[config.mk]
export PLATFORM = sky130hd
export DESIGN_NAME = rm_top
export DESIGN_NICKNAME = d
export VERILOG_FILES = /design/src/isa_pkg.sv /design/src/rm_pkg.sv /design/src/rm_lane_allocator.sv /design/src/rm_event_detector.sv /design/src/rm_event_router.sv /design/src/rm_monitor.sv /design/src/rm_top.sv
export SDC_FILE = /design/constraint.sdc
export NUM_CORES = 1
export LEC_CHECK = 0
export ABC_CLOCK_PERIOD_IN_PS = 3900
export BUFFER_PORTS_ARGS = -buffer_cell sky130_fd_sc_hd__clkbuf_2
export CORE_MARGIN = 2
export CORE_UTILIZATION = 35
export DETAILED_ROUTE_END_ITERATION = 8
export GPL_ROUTABILITY_DRIVEN = 0
export GPL_TIMING_DRIVEN = 0
export PLACE_DENSITY_LB_ADDON = 0.2
export SLEW_MARGIN = 20
export SYNTH_ARGS = -nofsm -noshare
export SYNTH_HDL_FRONTEND = slang
export SYNTH_HIERARCHICAL = 1
export SYNTH_SLANG_ARGS = --single-unit
[constraint.sdc]
create_clock -name clk_i -period 3.9 [get_ports clk_i]
set_input_delay 0.195 -clock clk_i [delete_from_list [all_inputs] [get_ports clk_i]]
set_output_delay 0.195 -clock clk_i [all_outputs]
set_load 0.01 [all_outputs]
[src/isa_pkg.sv]
package isa_pkg;

	localparam int PC_W  = 32;
	localparam int OPC_W = 7;

	typedef logic [PC_W-1:0]  pc_t;      // instruction address.
	typedef logic [OPC_W-1:0] opcode_t;  // major opcode field, inst[6:0].

	// major opcodes of the base integer isa that the monitor follows.
	localparam opcode_t OPC_LOAD  = 7'b0000011;
	localparam opcode_t OPC_STORE = 7'b0100011;

endpackage

[src/rm_pkg.sv]
package rm_pkg;

	localparam int NUM_LANES  = 4;
	localparam int NUM_EVENTS = 6;  // last stage is the commit leaf.
	localparam int NUM_RULES  = 4;
	localparam int NUM_ITYPES = 2;
	localparam int LANE_W     = $clog2(NUM_LANES);

	// chain stage index of each event.
	localparam int EV_DECODE  = 0;
	localparam int EV_ISSUE   = 1;
	localparam int EV_AGEN    = 2;
	localparam int EV_MEM_REQ = 3;
	localparam int EV_MEM_RSP = 4;
	localparam int EV_COMMIT  = 5;

	typedef logic [LANE_W-1:0]     lane_id_t;
	typedef logic                  ins_type_t;
	typedef logic [NUM_EVENTS-1:0] event_vec_t;
	typedef logic [NUM_LANES-1:0]  lane_mask_t;
	typedef logic [NUM_RULES-1:0]  rule_vec_t;
	typedef logic [NUM_ITYPES-1:0] itype_mask_t;  // bit i set applies to type i.

	localparam ins_type_t ITYPE_LOAD  = 1'b0;
	localparam ins_type_t ITYPE_STORE = 1'b1;

	// token that walks the event chain.
	typedef struct packed {
		logic      valid;
		lane_id_t  lane;
		ins_type_t itype;
	} lane_ctrl_t;

	// what one stage saw this cycle.
	typedef struct packed {
		logic      present;
		logic      hit;
		logic      flushed;
		lane_id_t  lane;
		ins_type_t itype;
	} stage_rec_t;

	typedef struct packed {
		logic        valid;
		lane_id_t    lane;
		ins_type_t   itype;
		rule_vec_t   rules;
		isa_pkg::pc_t pc;
	} violation_t;

	// r0 issue seen, r1 load got a response, r2 store got none, r3 commit seen.
	localparam itype_mask_t RULE_APPLIES [NUM_RULES] = '{
		2'b11,
		2'b01,
		2'b10,
		2'b11
	};
	localparam event_vec_t RULE_REQUIRED [NUM_RULES] = '{
		event_vec_t'(1 << EV_ISSUE),
		event_vec_t'(1 << EV_MEM_RSP),
		event_vec_t'(0),
		event_vec_t'(1 << EV_COMMIT)
	};
	localparam event_vec_t RULE_FORBIDDEN [NUM_RULES] = '{
		event_vec_t'(0),
		event_vec_t'(0),
		event_vec_t'(1 << EV_MEM_RSP),
		event_vec_t'(0)
	};

endpackage

[src/rm_lane_allocator.sv]
`timescale 1ns/10ps

module rm_lane_allocator (
	input  logic               clk_i,
	input  logic               rst_ni,
	input  logic               entry_queued_i,
	input  isa_pkg::opcode_t   opcode_i,
	input  isa_pkg::pc_t       pc_i,
	input  rm_pkg::lane_mask_t release_i,
	output rm_pkg::lane_ctrl_t token_o,
	output isa_pkg::pc_t       lane_pc_o [rm_pkg::NUM_LANES],
	output logic               dropped_o
);

	rm_pkg::lane_mask_t busy_q;
	rm_pkg::lane_mask_t alloc_mask;
	rm_pkg::lane_id_t   free_lane;
	logic               free_found;
	logic               is_load;
	logic               is_store;
	logic               monitored;
	logic               dropped_q;
	isa_pkg::pc_t       lane_pc_q [rm_pkg::NUM_LANES];

	assign is_load   = (opcode_i == isa_pkg::OPC_LOAD);
	assign is_store  = (opcode_i == isa_pkg::OPC_STORE);
	assign monitored = entry_queued_i && (is_load || is_store);

	// lowest free lane, looking at the registered busy mask only.
	always_comb begin
		free_found = 1'b0;
		free_lane  = '0;
		for (int l = 0; l < rm_pkg::NUM_LANES; l++) begin
			if (!busy_q[l] && !free_found) begin
				free_found = 1'b1;
				free_lane  = rm_pkg::lane_id_t'(l);
			end
		end
	end

	assign token_o.valid = monitored && free_found;
	assign token_o.lane  = free_lane;
	assign token_o.itype = is_store ? rm_pkg::ITYPE_STORE : rm_pkg::ITYPE_LOAD;

	assign alloc_mask = token_o.valid ? (rm_pkg::lane_mask_t'(1) << free_lane) : '0;

	always_ff @(posedge clk_i or negedge rst_ni) begin
		if (!rst_ni) begin
			busy_q    <= '0;
			dropped_q <= 1'b0;
		end else begin
			busy_q    <= (busy_q & ~release_i) | alloc_mask;
			dropped_q <= monitored && !free_found;  // all lanes taken.
		end
	end

	always_ff @(posedge clk_i) begin
		if (token_o.valid) begin
			lane_pc_q[free_lane] <= pc_i;
		end
	end

	assign lane_pc_o = lane_pc_q;
	assign dropped_o = dropped_q;

endmodule

[src/rm_event_detector.sv]
`timescale 1ns/10ps

module rm_event_detector (
	input  logic               clk_i,
	input  logic               rst_ni,
	input  rm_pkg::lane_ctrl_t token_i,
	input  logic               event_i,
	input  logic               flush_i,
	output rm_pkg::lane_ctrl_t token_o,
	output rm_pkg::stage_rec_t rec_o
);

	rm_pkg::lane_ctrl_t token_q;

	// one stage per cycle, so the token is always taken from upstream.
	always_ff @(posedge clk_i or negedge rst_ni) begin
		if (!rst_ni) begin
			token_q <= '0;
		end else begin
			token_q <= token_i;
		end
	end

	always_comb begin
		rec_o.present = token_q.valid;
		rec_o.hit     = token_q.valid && event_i;
		rec_o.flushed = token_q.valid && flush_i;
		rec_o.lane    = token_q.lane;
		rec_o.itype   = token_q.itype;
	end

	// a flushed token dies here.
	always_comb begin
		token_o       = token_q;
		token_o.valid = token_q.valid && !flush_i;
	end

endmodule

[src/rm_event_router.sv]
`timescale 1ns/10ps

module rm_event_router (
	input  rm_pkg::stage_rec_t recs_i [rm_pkg::NUM_EVENTS],
	output rm_pkg::event_vec_t lane_set_o [rm_pkg::NUM_LANES],
	output rm_pkg::lane_mask_t lane_release_o,
	output rm_pkg::lane_ctrl_t complete_o
);

	localparam int LEAF = rm_pkg::NUM_EVENTS - 1;

	always_comb begin
		lane_release_o = '0;
		for (int l = 0; l < rm_pkg::NUM_LANES; l++) begin
			lane_set_o[l] = '0;
		end
		for (int k = 0; k < rm_pkg::NUM_EVENTS; k++) begin
			if (recs_i[k].present) begin
				if (recs_i[k].hit && !recs_i[k].flushed) begin
					lane_set_o[recs_i[k].lane][k] = 1'b1;
				end
				if (recs_i[k].flushed || k == LEAF) begin
					lane_release_o[recs_i[k].lane] = 1'b1;  // squash or leaf exit.
				end
			end
		end
	end

	assign complete_o.valid = recs_i[LEAF].present && !recs_i[LEAF].flushed;
	assign complete_o.lane  = recs_i[LEAF].lane;
	assign complete_o.itype = recs_i[LEAF].itype;

endmodule

[src/rm_monitor.sv]
`timescale 1ns/10ps

module rm_monitor (
	input  logic               clk_i,
	input  logic               rst_ni,
	input  rm_pkg::event_vec_t lane_set_i [rm_pkg::NUM_LANES],
	input  rm_pkg::lane_mask_t lane_release_i,
	input  rm_pkg::lane_ctrl_t complete_i,
	input  isa_pkg::pc_t       lane_pc_i [rm_pkg::NUM_LANES],
	output rm_pkg::violation_t violation_o
);

	rm_pkg::event_vec_t lane_ev_q [rm_pkg::NUM_LANES];
	rm_pkg::event_vec_t final_ev;
	rm_pkg::rule_vec_t  rule_fail;
	logic               fail_any;

	logic               viol_valid_q;
	rm_pkg::lane_id_t   viol_lane_q;
	rm_pkg::ins_type_t  viol_itype_q;
	rm_pkg::rule_vec_t  viol_rules_q;
	isa_pkg::pc_t       viol_pc_q;

	// per-lane event history, wiped when the lane is given back.
	always_ff @(posedge clk_i or negedge rst_ni) begin
		if (!rst_ni) begin
			for (int l = 0; l < rm_pkg::NUM_LANES; l++) begin
				lane_ev_q[l] <= '0;
			end
		end else begin
			for (int l = 0; l < rm_pkg::NUM_LANES; l++) begin
				if (lane_release_i[l]) begin
					lane_ev_q[l] <= '0;
				end else begin
					lane_ev_q[l] <= lane_ev_q[l] | lane_set_i[l];
				end
			end
		end
	end

	// the leaf hit lands in the same cycle as completion.
	assign final_ev = lane_ev_q[complete_i.lane] | lane_set_i[complete_i.lane];

	always_comb begin
		for (int r = 0; r < rm_pkg::NUM_RULES; r++) begin
			rule_fail[r] = rm_pkg::RULE_APPLIES[r][complete_i.itype] &&
				(((rm_pkg::RULE_REQUIRED[r] & ~final_ev) != '0) ||
				 ((rm_pkg::RULE_FORBIDDEN[r] & final_ev) != '0));
		end
	end

	assign fail_any = complete_i.valid && (rule_fail != '0);

	always_ff @(posedge clk_i or negedge rst_ni) begin
		if (!rst_ni) begin
			viol_valid_q <= 1'b0;
		end else begin
			viol_valid_q <= fail_any;  // one-cycle pulse.
		end
	end

	always_ff @(posedge clk_i) begin
		if (fail_any) begin
			viol_lane_q  <= complete_i.lane;
			viol_itype_q <= complete_i.itype;
			viol_rules_q <= rule_fail;
			viol_pc_q    <= lane_pc_i[complete_i.lane];
		end
	end

	assign violation_o = '{
		valid: viol_valid_q,
		lane:  viol_lane_q,
		itype: viol_itype_q,
		rules: viol_rules_q,
		pc:    viol_pc_q
	};

endmodule

[src/rm_top.sv]
`timescale 1ns/10ps

module rm_top (
	input  logic               clk_i,
	input  logic               rst_ni,
	input  logic               entry_queued_i,
	input  isa_pkg::opcode_t   opcode_i,
	input  isa_pkg::pc_t       pc_i,
	input  rm_pkg::event_vec_t event_i,
	input  rm_pkg::event_vec_t flush_i,
	output rm_pkg::violation_t violation_o,
	output logic               dropped_o
);

	localparam int LEAF = rm_pkg::NUM_EVENTS - 1;

	rm_pkg::lane_ctrl_t alloc_token;
	rm_pkg::lane_ctrl_t stage_token [LEAF];  // stage k to stage k+1.
	rm_pkg::stage_rec_t recs [rm_pkg::NUM_EVENTS];
	rm_pkg::event_vec_t lane_set [rm_pkg::NUM_LANES];
	rm_pkg::lane_mask_t lane_release;
	rm_pkg::lane_ctrl_t complete;
	isa_pkg::pc_t       lane_pc [rm_pkg::NUM_LANES];

	rm_lane_allocator u_alloc (
		.clk_i,
		.rst_ni,
		.entry_queued_i,
		.opcode_i,
		.pc_i,
		.release_i (lane_release),
		.token_o   (alloc_token),
		.lane_pc_o (lane_pc),
		.dropped_o
	);

	for (genvar k = 0; k < rm_pkg::NUM_EVENTS; k++) begin : g_stage
		if (k == 0) begin : g_head
			rm_event_detector u_det (
				.clk_i,
				.rst_ni,
				.token_i (alloc_token),
				.event_i (event_i[k]),
				.flush_i (flush_i[k]),
				.token_o (stage_token[k]),
				.rec_o   (recs[k])
			);
		end else if (k < LEAF) begin : g_mid
			rm_event_detector u_det (
				.clk_i,
				.rst_ni,
				.token_i (stage_token[k-1]),
				.event_i (event_i[k]),
				.flush_i (flush_i[k]),
				.token_o (stage_token[k]),
				.rec_o   (recs[k])
			);
		end else begin : g_leaf
			// commit stage, the router retires its token.
			rm_event_detector u_det (
				.clk_i,
				.rst_ni,
				.token_i (stage_token[k-1]),
				.event_i (event_i[k]),
				.flush_i (flush_i[k]),
				.token_o (),
				.rec_o   (recs[k])
			);
		end
	end

	rm_event_router u_router (
		.recs_i         (recs),
		.lane_set_o     (lane_set),
		.lane_release_o (lane_release),
		.complete_o     (complete)
	);

	rm_monitor u_monitor (
		.clk_i,
		.rst_ni,
		.lane_set_i     (lane_set),
		.lane_release_i (lane_release),
		.complete_i     (complete),
		.lane_pc_i      (lane_pc),
		.violation_o
	);

endmodule

Yosys cells after proc, flatten, opt, wreduce, memory -nomap -nowiden
Cells that the tools add are included.

$lt $le $gt $ge: 27. Equality and inequality tests: 2. Shifts and indexed selects: 1. Muxes and demuxes: 77. Bitwise gates (word level): 26. Reductions and logical operators: 67.

Operator list (count): $mux 24 (12); $bwmux 128 (1); $or 24x24->24 (5); $mux 32 (3); $demux 6 s2 (6); $bmux 32 s2 (1); $demux 32 s2 (1); $mux 6 (9); $mux 4 (13); $logic_and 1x1->1 (48); $or 6x6->6 (5); $bmux 6 s2 (2); $or 4x4->4 (6); $ge 3x3->1 const B (7); $lt 3x1->1 const B (7); $not 2->3 (7); $lt 2x3->1 const B (6); $mux 1 (18); $logic_not 1->1 (17); $demux 1 s2 (6); $ge 2x1->1 const B (6); $eq 7x2->1 const B (1); $eq 7x6->1 const B (1); $mux 2 (3); other kinds (9) (9).

Register bits after elaboration: 221. Input bits: 54. Output and inout bits: 41. Word-level logic and storage cells: 233.

Longest topological paths before layout
Gate-level depths: netlist of run 1.

Word-level depth: 30. Gate-level depth with buffers: 7. Depth with buffers taken out: 7.

Hierarchy
The synthesis of run 1 kept the hierarchy.

Modules (own cells, without submodules): rm_lane_allocator (times used 1, cells each 158, area each 4129.0 µm², seq. area each 3968.8 µm²); rm_monitor (times used 1, cells each 126, area each 2481.1 µm², seq. area each 1496.4 µm²); rm_event_detector (times used 6, cells each 10, area each 145.1 µm², seq. area each 100.1 µm²); rm_event_router (times used 1, cells each 81, area each 476.7 µm², seq. area each 0.0 µm²).

Least setup slack after synthesis of run 1
No wires, ideal clock.

Path kind: input port to flip-flop. From: in opcode_i[6]. To: reg u_alloc.lane_pc_q (netlist bit u_alloc/lane_pc_o[32]), enable pin. Library setup time: 461 ps. Arrival time: 2911 ps. Required time: 3439 ps. Setup slack: 528 ps. Cell stages on the path: 3. Buffers on the path: 0. Cell sequence: and4bb_2 -> nand3_4 -> nor3_1.

Cells in the longest elaborated chain, start to end: 4. Elaborated cells between the ends (all ways): 5. Those cells by class: eq/ne: 2; reduce/logical: 3.

RTL lines: from (decl) (line rm_top.sv:7) `input isa_pkg::opcode_t opcode_i,`; $eq 7x2->1 / $eq 7x6->1 (equally long branches) (line rm_lane_allocator.sv:25, rm_lane_allocator.sv:26); $logic_or 1x1->1 * (line rm_lane_allocator.sv:27) `assign monitored = entry_queued_i && (is_load || is_store);`; $logic_and 1x1->1 * (line rm_lane_allocator.sv:27); $logic_and 1x1->1 * (line rm_lane_allocator.sv:41) `assign token_o.valid = monitored && free_found;`; to (signal, indexed assignment) (line rm_lane_allocator.sv:59) `lane_pc_q[free_lane] <= pc_i;`; to (decl) (line rm_lane_allocator.sv:23) `isa_pkg::pc_t lane_pc_q [rm_pkg::NUM_LANES];`.

Every way passes the cells marked *; elsewhere a longest branch is shown, timed or not. A chain may end at the register's enable or synchronous reset.

==> results of run 1 <==
-- power by group through the flow --
stage	Clock, mW	Sequential (mW)	Combinational (mW)
floorplan	0	2.50	0.106
global placement	0	2.50	0.173
global route	2.12	2.46	0.230
CTS	2.03	2.46	0.214
finish	1.95	2.46	0.209
detailed placement	0	2.50	0.181
-- metal layers --
metal / track usage, % / share of wire, %
met1: 16.1 / 42
met2: 23.0 / 52
met3: 2.98 / 5.1
met4: 4.01 / 1.7
met5: 0 / 0
-- metrics by stage --
step                      hold WS [ps]  TNS (ps)  instances
after floorplan                   -101         0        397
after global placement             409   -126550        768
after detailed placement           418         0        782
after CTS                         29.1         0        862
after global routing              50.2         0        862
final                             43.6         0        862
-- sequential cells by signal (all words and copies together) (netlist names), 2 cells and up --
name / cells
g_stage.g_head.u_det/rec_o: 4
u_monitor/viol_lane_q: 2
u_monitor/viol_pc_q: 32
u_monitor/viol_rules_q: 4
u_monitor/lane_ev_q: 12
g_stage.g_mid.u_det/rec_o: 16
u_alloc/busy_q: 4
g_stage.g_leaf.u_det/rec_o: 4
u_alloc/lane_pc_o: 128
-- worst min-delay path: cells and delay by family --
kind | cells | cell delay, ps
and+or+nand+nor | 2 | 210
buffers and inverters | 1 | 100
-- worst max path at each step --
stage | startpoint | to | slack [ps] | cells after the start
2_1_floorplan | opcode_i[6] | u_alloc/lane_pc_o[32] | 530 | 3
3_3_place_gp | opcode_i[6] | u_alloc/lane_pc_o[33] | -1840 | 4
3_5_place_dp | g_stage[1].g_mid.u_det/rec_o[5] | u_monitor/viol_pc_q[14] | 900 | 8
4_1_cts | g_stage[1].g_mid.u_det/rec_o[5] | u_monitor/viol_pc_q[3] | 890 | 8
5_1_grt | g_stage[1].g_mid.u_det/rec_o[5] | u_monitor/viol_pc_q[0] | 770 | 8
6_report | g_stage[1].g_mid.u_det/rec_o[5] | u_monitor/viol_pc_q[14] | 910 | 8
-- what timing repair did --
action,4_1_cts,5_1_grt
hold buffers,39,0
endpoints found under the hold margin,176,0
gates resized for setup,0,0
setup buffers,0,0
-- final cells by class --
type	instances	area, sq um	area share, %
sequential	209	6070	61.3
multi-input combinational	148	1520	15.4
timing repair buffer	144	1030	10.4
clock buffer	33	634	6.41
tap	280	350	3.54
buffer	30	203	2.05
clock inverter	8	51.3	0.519
inverter	10	37.5	0.380
==> run_results.csv, run 1 <==
group,metric,value,unit
run_status,status,"finished clean",
timing,finalMaxSlewViolations,0,
hold_path,holdPathStages,3,
cts,numCtsBuffers,24,
drt,vias,4050,
place,numPortBuffers,91,
flow_run,maxCapViolCount,0,
cts,cts_tree,"built",
setup_path,critPathMaxStageDelay,650,ps
layout,syn_to_final_growth,26.8,%
timing,skew,7.53,ps
global_route,antenna_found_initial,0,
setup_path,r2r-start,"g_stage[1].g_mid.u_det/rec_o[5]",
power,pwr-share-comb,4.5,%
global_route,grt_pass1_wl,23900,um
layout,layout_commonest_cell,"edfxtp_1",
logic_synthesis,syn-mean-instance-area,19.7,sq um
power,switching_share,20.3,%
place,postPlaceCellArea,8810,sq um
logic_synthesis,netlist_instances,397,
power,p_leak,3.67,nW
setup_path,rrSetupSlack,910,ps
place,preCtsSetupSlack,898,ps
setup_path,r2r-end,"u_monitor/viol_pc_q[14]",
layout,fillers,1915,
place,hpwl,10100,um
layout,final_cell_mix,"167 x edfxtp_1, 91 x clkbuf_2, 42 x dfrtp_1",
timing,timing.fmax,0.334,GHz
setup_path,worstPathRequired,4160,ps
hold_path,whs_endpoint,"g_stage[0].g_head.u_det/rec_o[5]",
cts,cts.sinks,209,
floorplanning,io_pins,95,
global_route,track_usage,13.1,%
hold_path,min_path_type,"input port to flip-flop",
floorplanning,fp-row-count,54,
power,vdd_ir_drop_max,0.252,mV
global_route,gr-total-overflow,0,
layout,n_antenna_cell,0,
layout,post-route-util,45.3,%
setup_path,arrival,3260,ps
setup_path,crit_family,"simple AND/OR/NAND/NOR gates",
setup_path,worst-path-buf-inv,2,
logic_synthesis,syn_area,7800,sq um
power,finalPower,4.62,mW
power,p_per_area,467,nW/um^2
setup_path,crit_path_end_kind,"flip-flop",
power,clkPwrFrac,42.2,%
drt,final_antenna_net_count,0,
setup_path,crit_slowest_cell,"o41a_2",
drt,drt_pass1_iterations,4,
global_route,grt_pass1_vias,4417,
timing,max_slew.worst_pin.slew,936,ps
power,intPower,3.68,mW
logic_synthesis,synth_fp_nets,451,
timing,timing.slew.headroom,37.6,%
floorplanning,die_h,153,um
floorplanning,initial_core_util,35.7,%
hold_path,worstHoldStart,"entry_queued_i",
layout,fin_nets,621,
drt,drc,0,
floorplanning,fp.dieArea,23500,sq um
setup_path,path_cells,"and2_2 > nand3b_1 > nor3_1 > nor2_1 > mux4_2 > o41a_2 > buf_12 > buf_16",
power,power.switching,0.940,mW
timing,rsz0062_at_grt,"false",
floorplanning,coreArea,21800,sq um
timing,setup_violations,0,
cts,cts_root_buf,"clkbuf_16",
cts,clk_latency,510,ps
drt,routed_wl,15200,um
setup_path,crit_type,"flip-flop to flip-flop",
timing,setup_ws,906,ps
power,p_seq_share,53.3,%
timing,finalHoldViolations,0,
timing,period_needed,2990,ps
drt,drtIter0Drc,206,
layout,drive_gt1_share,37.8,%
drt,drt-vias-per-instance,4.70,
cts,htree_levels,1,
cts,clk_pin_slew,50,ps
cts,cts.path.max_buffers,3,
layout,finalInstanceArea,9890,sq um
drt,wire_per_inst,17.6,um
setup_path,rr_worst_depth,8,
setup_path,cp-start-kind,"flip-flop",
logic_synthesis,yosys_warnings,6,
setup_path,worst-path-max-fanout,20,
floorplanning,die_w,153,um
global_route,grt_max_degree,43,
timing,finalCritPeriodShare,76.8,%
Power figures use the tool's default switching activity.
==> run 2, diff against run 1 <==
- ABC_AREA: default -> 1
- ABC_CLOCK_PERIOD_IN_PS: 3900 -> 3100
- clock period: 3.9 -> 3.1 ns (I/O delays scaled with it)
==> run 2 against run 1 <==
- clock skew grew 8.0 ps
- critical path depth grew 6
- global-route usage grew 1.6 points
- clock-buffer cell count shrank 2
- synthesized area grew 3.7%
- die area grew 3.6%
- hold slack gained 4.0 ps
- register-to-register slack lost 150 ps
- largest cell class unchanged
- largest power group unchanged
- highest routed layer unchanged
==> run_results.csv, run 2 <==
group,metric,value,unit
run_status,status,"finished clean",
global_route,antenna_found_initial,0,
global_route,grt_util_met1,18.8,%
setup_path,crit_type,"flip-flop to flip-flop",
hold_path,min_path_type,"input port to flip-flop",
power,finalPower,6.11,mW
layout,syn_to_final_growth,27.0,%
layout,drive_gt1_share,24.3,%
global_route,top_usage_layer,"met2",
cts,ctsResizeCount,0,
setup_path,r2r-end,"u_monitor/viol_rules_q[1]",
place,dp_cells,1022,
layout,n_antenna_cell,0,
timing,max_slew.worst_pin.slew,968,ps
timing,setup_ws,760,ps
timing,finalCritPeriodShare,75.5,%
drt,drt_pass1_iterations,4,
setup_path,crit_top_cell,"nand2_1",
power,p_per_area,595,nW/um^2
setup_path,path_cells,"nand2_1 > inv_1 > nand3b_1 > nor3_1 > nor2_1 > nand2_1 > nand3_1 > nand2_1 > nand2_1 > nand2_1 > nor2_1 > nor2_4 > buf_12 > buf_16",
layout,fillers,2089,
drt,drtIter0Drc,184,
floorplanning,initial_core_util,35.7,%
timing,timing.fmax,0.427,GHz
global_route,grt_pass1_wl,27700,um
setup_path,cp-start-kind,"flip-flop",
timing,rsz0062_at_grt,"false",
layout,largest_register_ffs,128,
cts,cts.sinks,209,
setup_path,arrival,2550,ps
setup_path,crit_slowest_cell,"dfrtp_1",
logic_synthesis,syn-mean-instance-area,12.6,sq um
global_route,grtUsageMet2,25.4,%
setup_path,rrSetupSlack,760,ps
place,hpwl,11200,um
layout,final_cell_mix,"167 x edfxtp_1, 130 x nor2_1, 90 x clkbuf_2",
layout,finalInstanceArea,10300,sq um
place,numPortBuffers,91,
drt,final_antenna_net_count,0,
cts,cts_root_buf,"clkbuf_16",
cts,clk_latency,520,ps
power,vdd_ir_drop_max,0.385,mV
power,p_leak,4.09,nW
cts,numCtsBuffers,23,
floorplanning,fp-row-count,55,
layout,fin_nets,859,
timing,setup_violations,0,
drt,vias,5230,
global_route,grt_pass1_vias,5331,
flow_run,maxCapViolCount,0,
logic_synthesis,netlist_instances,640,
floorplanning,io_pins,95,
layout,final-seq-area,6070,sq um
setup_path,worstPathRequired,3310,ps
logic_synthesis,yosys_warnings,6,
setup_path,r2r-start,"g_stage[4].g_mid.u_det/rec_o[5]",
floorplanning,fp.dieArea,24300,sq um
layout,stdcell_count,1107,
timing,finalMaxSlewViolations,0,
drt,routed_wl,17700,um
layout,layout_commonest_cell,"edfxtp_1",
layout,post-route-util,45.3,%
timing,skew,15.5,ps
hold_path,whs_endpoint,"u_alloc/busy_q[2]",
logic_synthesis,synth_fp_nets,694,
cts,clk_pin_slew,60,ps
place,preCtsSetupSlack,746,ps
layout,multi_input_area,1550,sq um
floorplanning,coreArea,22600,sq um
logic_synthesis,syn_area,8090,sq um
setup_path,crit_path_end_kind,"flip-flop",
drt,wire_per_inst,16.0,um
global_route,grt_max_degree,43,
timing,timing.slew.headroom,35.4,%
timing,final.setup.tns,0,ps
cts,cts.path.max_buffers,3,
global_route,met3_usage,2.11,%
global_route,track_usage,14.7,%
floorplanning,die_h,156,um
hold_path,worstHoldStart,"opcode_i[6]",
global_route,gr-total-overflow,0,
floorplanning,die_w,156,um
setup_path,worst-path-max-fanout,20,
place,postPlaceCellArea,9070,sq um
cts,htree_levels,1,
timing,hold_ws,47.6,ps
timing,finalHoldViolations,0,
setup_path,critPathMaxStageDelay,420,ps
hold_path,holdPathStages,6,
cts,cts_tree,"built",
timing,period_needed,2340,ps
drt,drt-vias-per-instance,4.72,
drt,drc,0,
setup_path,rr_worst_depth,14,
==> run 2: cell types whose count changed in the layout (fill, tap and decap cells not counted), sizes merged, moves of 4 or more <==
cell / previous run / this run
nor2b: 6 / 0
nor3: 13 / 6
nand3: 4 / 16
and2b: 6 / 0
nor2: 26 / 139
inv: 9 / 51
nand2: 8 / 73
nand4b: 5 / 0
and2: 10 / 1
o21ai: 0 / 66
o22ai: 1 / 32
dlygate4sd3: 39 / 43
mux4: 35 / 0
==> run 2: power by group <==
group / leakage, nW / switching [mW] / internal [mW]
combinational: 1.64 / 0.191 / 0.146
clock: 0.388 / 1.08 / 1.60
sequential: 2.06 / 0.0254 / 3.07
==> run 2: worst max path at each step <==
stage                                    startpoint                   endpoint  slack, ps  depth (start not counted)
floorplan           g_stage[4].g_mid.u_det/rec_o[5]     u_monitor/viol_itype_q        450                         12
global placement    g_stage[4].g_mid.u_det/rec_o[5]    u_monitor/viol_pc_q[19]       -550                         12
CTS                 g_stage[4].g_mid.u_det/rec_o[5]  u_monitor/viol_rules_q[1]        730                         14
detailed placement  g_stage[4].g_mid.u_det/rec_o[5]    u_monitor/viol_pc_q[14]        750                         14
finish              g_stage[4].g_mid.u_det/rec_o[5]  u_monitor/viol_rules_q[1]        760                         14
global route        g_stage[4].g_mid.u_det/rec_o[5]  u_monitor/viol_rules_q[1]        520                         14
==> run 2: area by class of cell <==
cell class / instances / share of cell area [%]
flip-flops and latches: 209 / 59.1
multi-input cells: 338 / 15.1
repair buffers: 140 / 10.2
clock buffers: 31 / 6.48
well taps: 285 / 3.47
plain buffers: 43 / 2.88
inverters: 50 / 1.88
clock inverters: 11 / 0.999
==> run 2: repair_timing <==
| item | 4_1_cts | 5_1_grt |
|---|---|---|
| hold buffers | 43 | 0 |
| buffers inserted | 0 | 0 |
| endpoints found under the setup margin | 0 | 0 |
| endpoints found under the hold margin | 177 | 0 |
==> run 2: per-layer routing <==
layer,wire length [um],part of all wire (%)
met5,0,0
met1,7550,43
met4,514,2.9
met3,858,4.8
met2,8800,50
==> run 2: critical path: cells and delay by family, from the launching register on <==
family | cells | cell delay, ps
buf+inv | 3 | 430
simple gates | 11 | 1180
flops | 1 | 420
==> run 3, diff against run 2 <==
- ABC_CLOCK_PERIOD_IN_PS: 3100 -> 2100
- clock period: 3.1 -> 2.1 ns (I/O delays scaled with it)
==> run 3 against run 2 <==
- the flow now finishes with violations (setup timing)
- final cell count grew 0.81%
- largest cell class unchanged
- non-clock buffer count rose by 12
- utilization up 0.41 points
- critical endpoint is now u_monitor/viol_pc_q[24]
==> run_results.csv, run 3 (synthesized netlist as in run 2, its figures left out) <==
group,metric,value,unit
global_route,track_usage,15.3,%
timing,final.setup.tns,-2120,ps
power,finalPower,8.53,mW
place,hpwl,11400,um
cts,cts_tree,"built",
layout,drive_gt1_share,25.7,%
layout,syn_to_final_growth,28.1,%
timing,setup_ws,-79.5,ps
cts,cts_root_buf,"clkbuf_16",
place,numPortBuffers,91,
run_status,status,"finished, violations left",
cts,cts.sinks,209,
layout,stdcell_count,1116,
place,dp_cells,1022,
layout,final_cell_mix,"167 x edfxtp_1, 127 x nor2_1, 90 x clkbuf_2",
floorplanning,fp-row-count,55,
timing,setup_violations,39,
setup_path,crit_top_cell,"nand2_2",
setup_path,path_cells,"nand2_1 > inv_1 > nand3b_1 > nor3_2 > nor2_2 > nand2_1 > nand3_2 > nand2_2 > nand2_2 > nand2_2 > nor2_2 > nor2_4 > buf_12 > clkbuf_16",
power,p_leak,4.09,nW
cts,clk_pin_slew,60,ps
timing,max_slew.worst_pin.slew,947,ps
timing,skew,6.15,ps
drt,wire_per_inst,16.7,um
hold_path,min_path_type,"input port to flip-flop",
timing,finalHoldViolations,0,
layout,finalInstanceArea,10400,sq um
cts,clk_latency,510,ps
layout,fillers,2063,
timing,finalMaxSlewViolations,0,
floorplanning,die_w,156,um
setup_path,crit_slowest_cell,"dfrtp_1",
hold_path,holdPathStages,6,
floorplanning,die_h,156,um
setup_path,cp-start-kind,"flip-flop",
cts,numCtsBuffers,22,
setup_path,arrival,2400,ps
hold_path,whs_endpoint,"u_alloc/busy_q[1]",
layout,largest_register_ffs,128,
floorplanning,io_pins,95,
timing,period_needed,2180,ps
setup_path,crit_type,"flip-flop to flip-flop",
run_status,violations,"setup timing",
flow_run,maxCapViolCount,0,
cts,htree_levels,1,
floorplanning,initial_core_util,35.7,%
global_route,antenna_found_initial,1,
drt,vias,5292,
layout,fin_nets,870,
setup_path,rrSetupSlack,-80,ps
global_route,gr-total-overflow,0,
setup_path,r2r-end,"u_monitor/viol_pc_q[24]",
setup_path,critPathMaxStageDelay,390,ps
power,vdd_ir_drop_max,0.531,mV
setup_path,worst-path-max-fanout,5,
layout,layout_commonest_cell,"edfxtp_1",
drt,drt_pass1_iterations,5,
setup_path,worst-path-buf-inv,3,
cts,cts.path.max_buffers,3,
global_route,grt_pass1_wl,28700,um
timing,timing.slew.headroom,36.9,%
timing,timing.fmax,0.459,GHz
drt,drc,0,
hold_path,worstHoldStart,"opcode_i[6]",
timing,finalCritPeriodShare,104,%
place,postPlaceCellArea,9050,sq um
drt,drt-vias-per-instance,4.74,
global_route,grt_pass1_vias,5345,
drt,drtIter0Drc,247,
global_route,grt_max_degree,43,
floorplanning,coreArea,22600,sq um
power,p_per_area,824,nW/um^2
setup_path,crit_path_end_kind,"flip-flop",
timing,rsz0062_at_grt,"true",
floorplanning,fp.dieArea,24300,sq um
drt,final_antenna_net_count,0,
drt,routed_wl,18600,um
timing,hold_ws,13.9,ps
setup_path,crit_family,"simple AND/OR/NAND/NOR gates",
setup_path,rr_worst_depth,14,
setup_path,r2r-start,"g_stage[4].g_mid.u_det/rec_o[5]",
setup_path,worstPathRequired,2320,ps
## run 3: cell types whose count changed in the layout (fill, tap and decap cells not counted), sizes merged
cell / change
buf: +8
bufinv: -1
clkbuf: -1
clkinv: -2
clkinvlp: +3
diode: +1
dlygate4sd3: +2
inv: -1
## run 3: tightest hold or removal path, cell delays in order
cell and delay [ps]:
clkbuf_2 90, nor2_2 40, nand2_2 70, nor2_4 60
nand3_2 70, nand2_1 50
## run 3: metal layers
metal / vias up / track usage, % / wire length [um]
li1: 2544 / - / -
met1: 2605 / 19.8 / 8040
met2: 110 / 26.6 / 9140
met3: 33 / 2.42 / 1010
met4: 0 / 4.89 / 440
met5: - / 0 / 0
## run 3: worst max path at each step
stage                     depth (start not counted)                             from                       to
after floorplan                                  12  g_stage[4].g_mid.u_det/rec_o[5]   u_monitor/viol_itype_q
after global placement                           12  g_stage[4].g_mid.u_det/rec_o[5]  u_monitor/viol_pc_q[19]
after detailed placement                         14  g_stage[4].g_mid.u_det/rec_o[5]  u_monitor/viol_pc_q[13]
after CTS                                        14  g_stage[4].g_mid.u_det/rec_o[5]  u_monitor/viol_pc_q[18]
after global routing                             14  g_stage[4].g_mid.u_det/rec_o[5]   u_monitor/viol_pc_q[2]
final                                            14  g_stage[4].g_mid.u_det/rec_o[5]  u_monitor/viol_pc_q[24]
## run 3: timing repair
action	4_1_cts	5_1_grt
setup buffers	4	2
endpoints found under the setup margin	37	40
gates cloned	2	2
gates resized for setup	10	7
endpoints found under the hold margin	180	0
pin swaps	2	4
hold buffers	45	0
## run 3: per-stage QoR
stage	setup WS (ps)	util (%)
2_1_floorplan	-120	-
3_3_place_gp	-823	39.3
3_5_place_dp	-231	40.0
4_1_cts	-24.0	45.4
5_1_grt	-270	45.8
6_report	-79.5	45.8
## run 3: layout make-up
cell class,count,area [sq um],area share [%]
plain buffers,43,295,2.85
diodes,1,2.50,0.0242
flip-flops and latches,209,6070,58.6
inverters,50,193,1.86
well taps,285,357,3.44
multi-input cells,338,1590,15.4
clock buffers,28,573,5.53
clock inverters,10,63.8,0.616
repair buffers,152,1210,11.7
## run 3: power by group
group	internal [mW]	switching, mW
Clock	1.93	1.53
Sequential	4.53	0.0385
Combinational	0.219	0.293
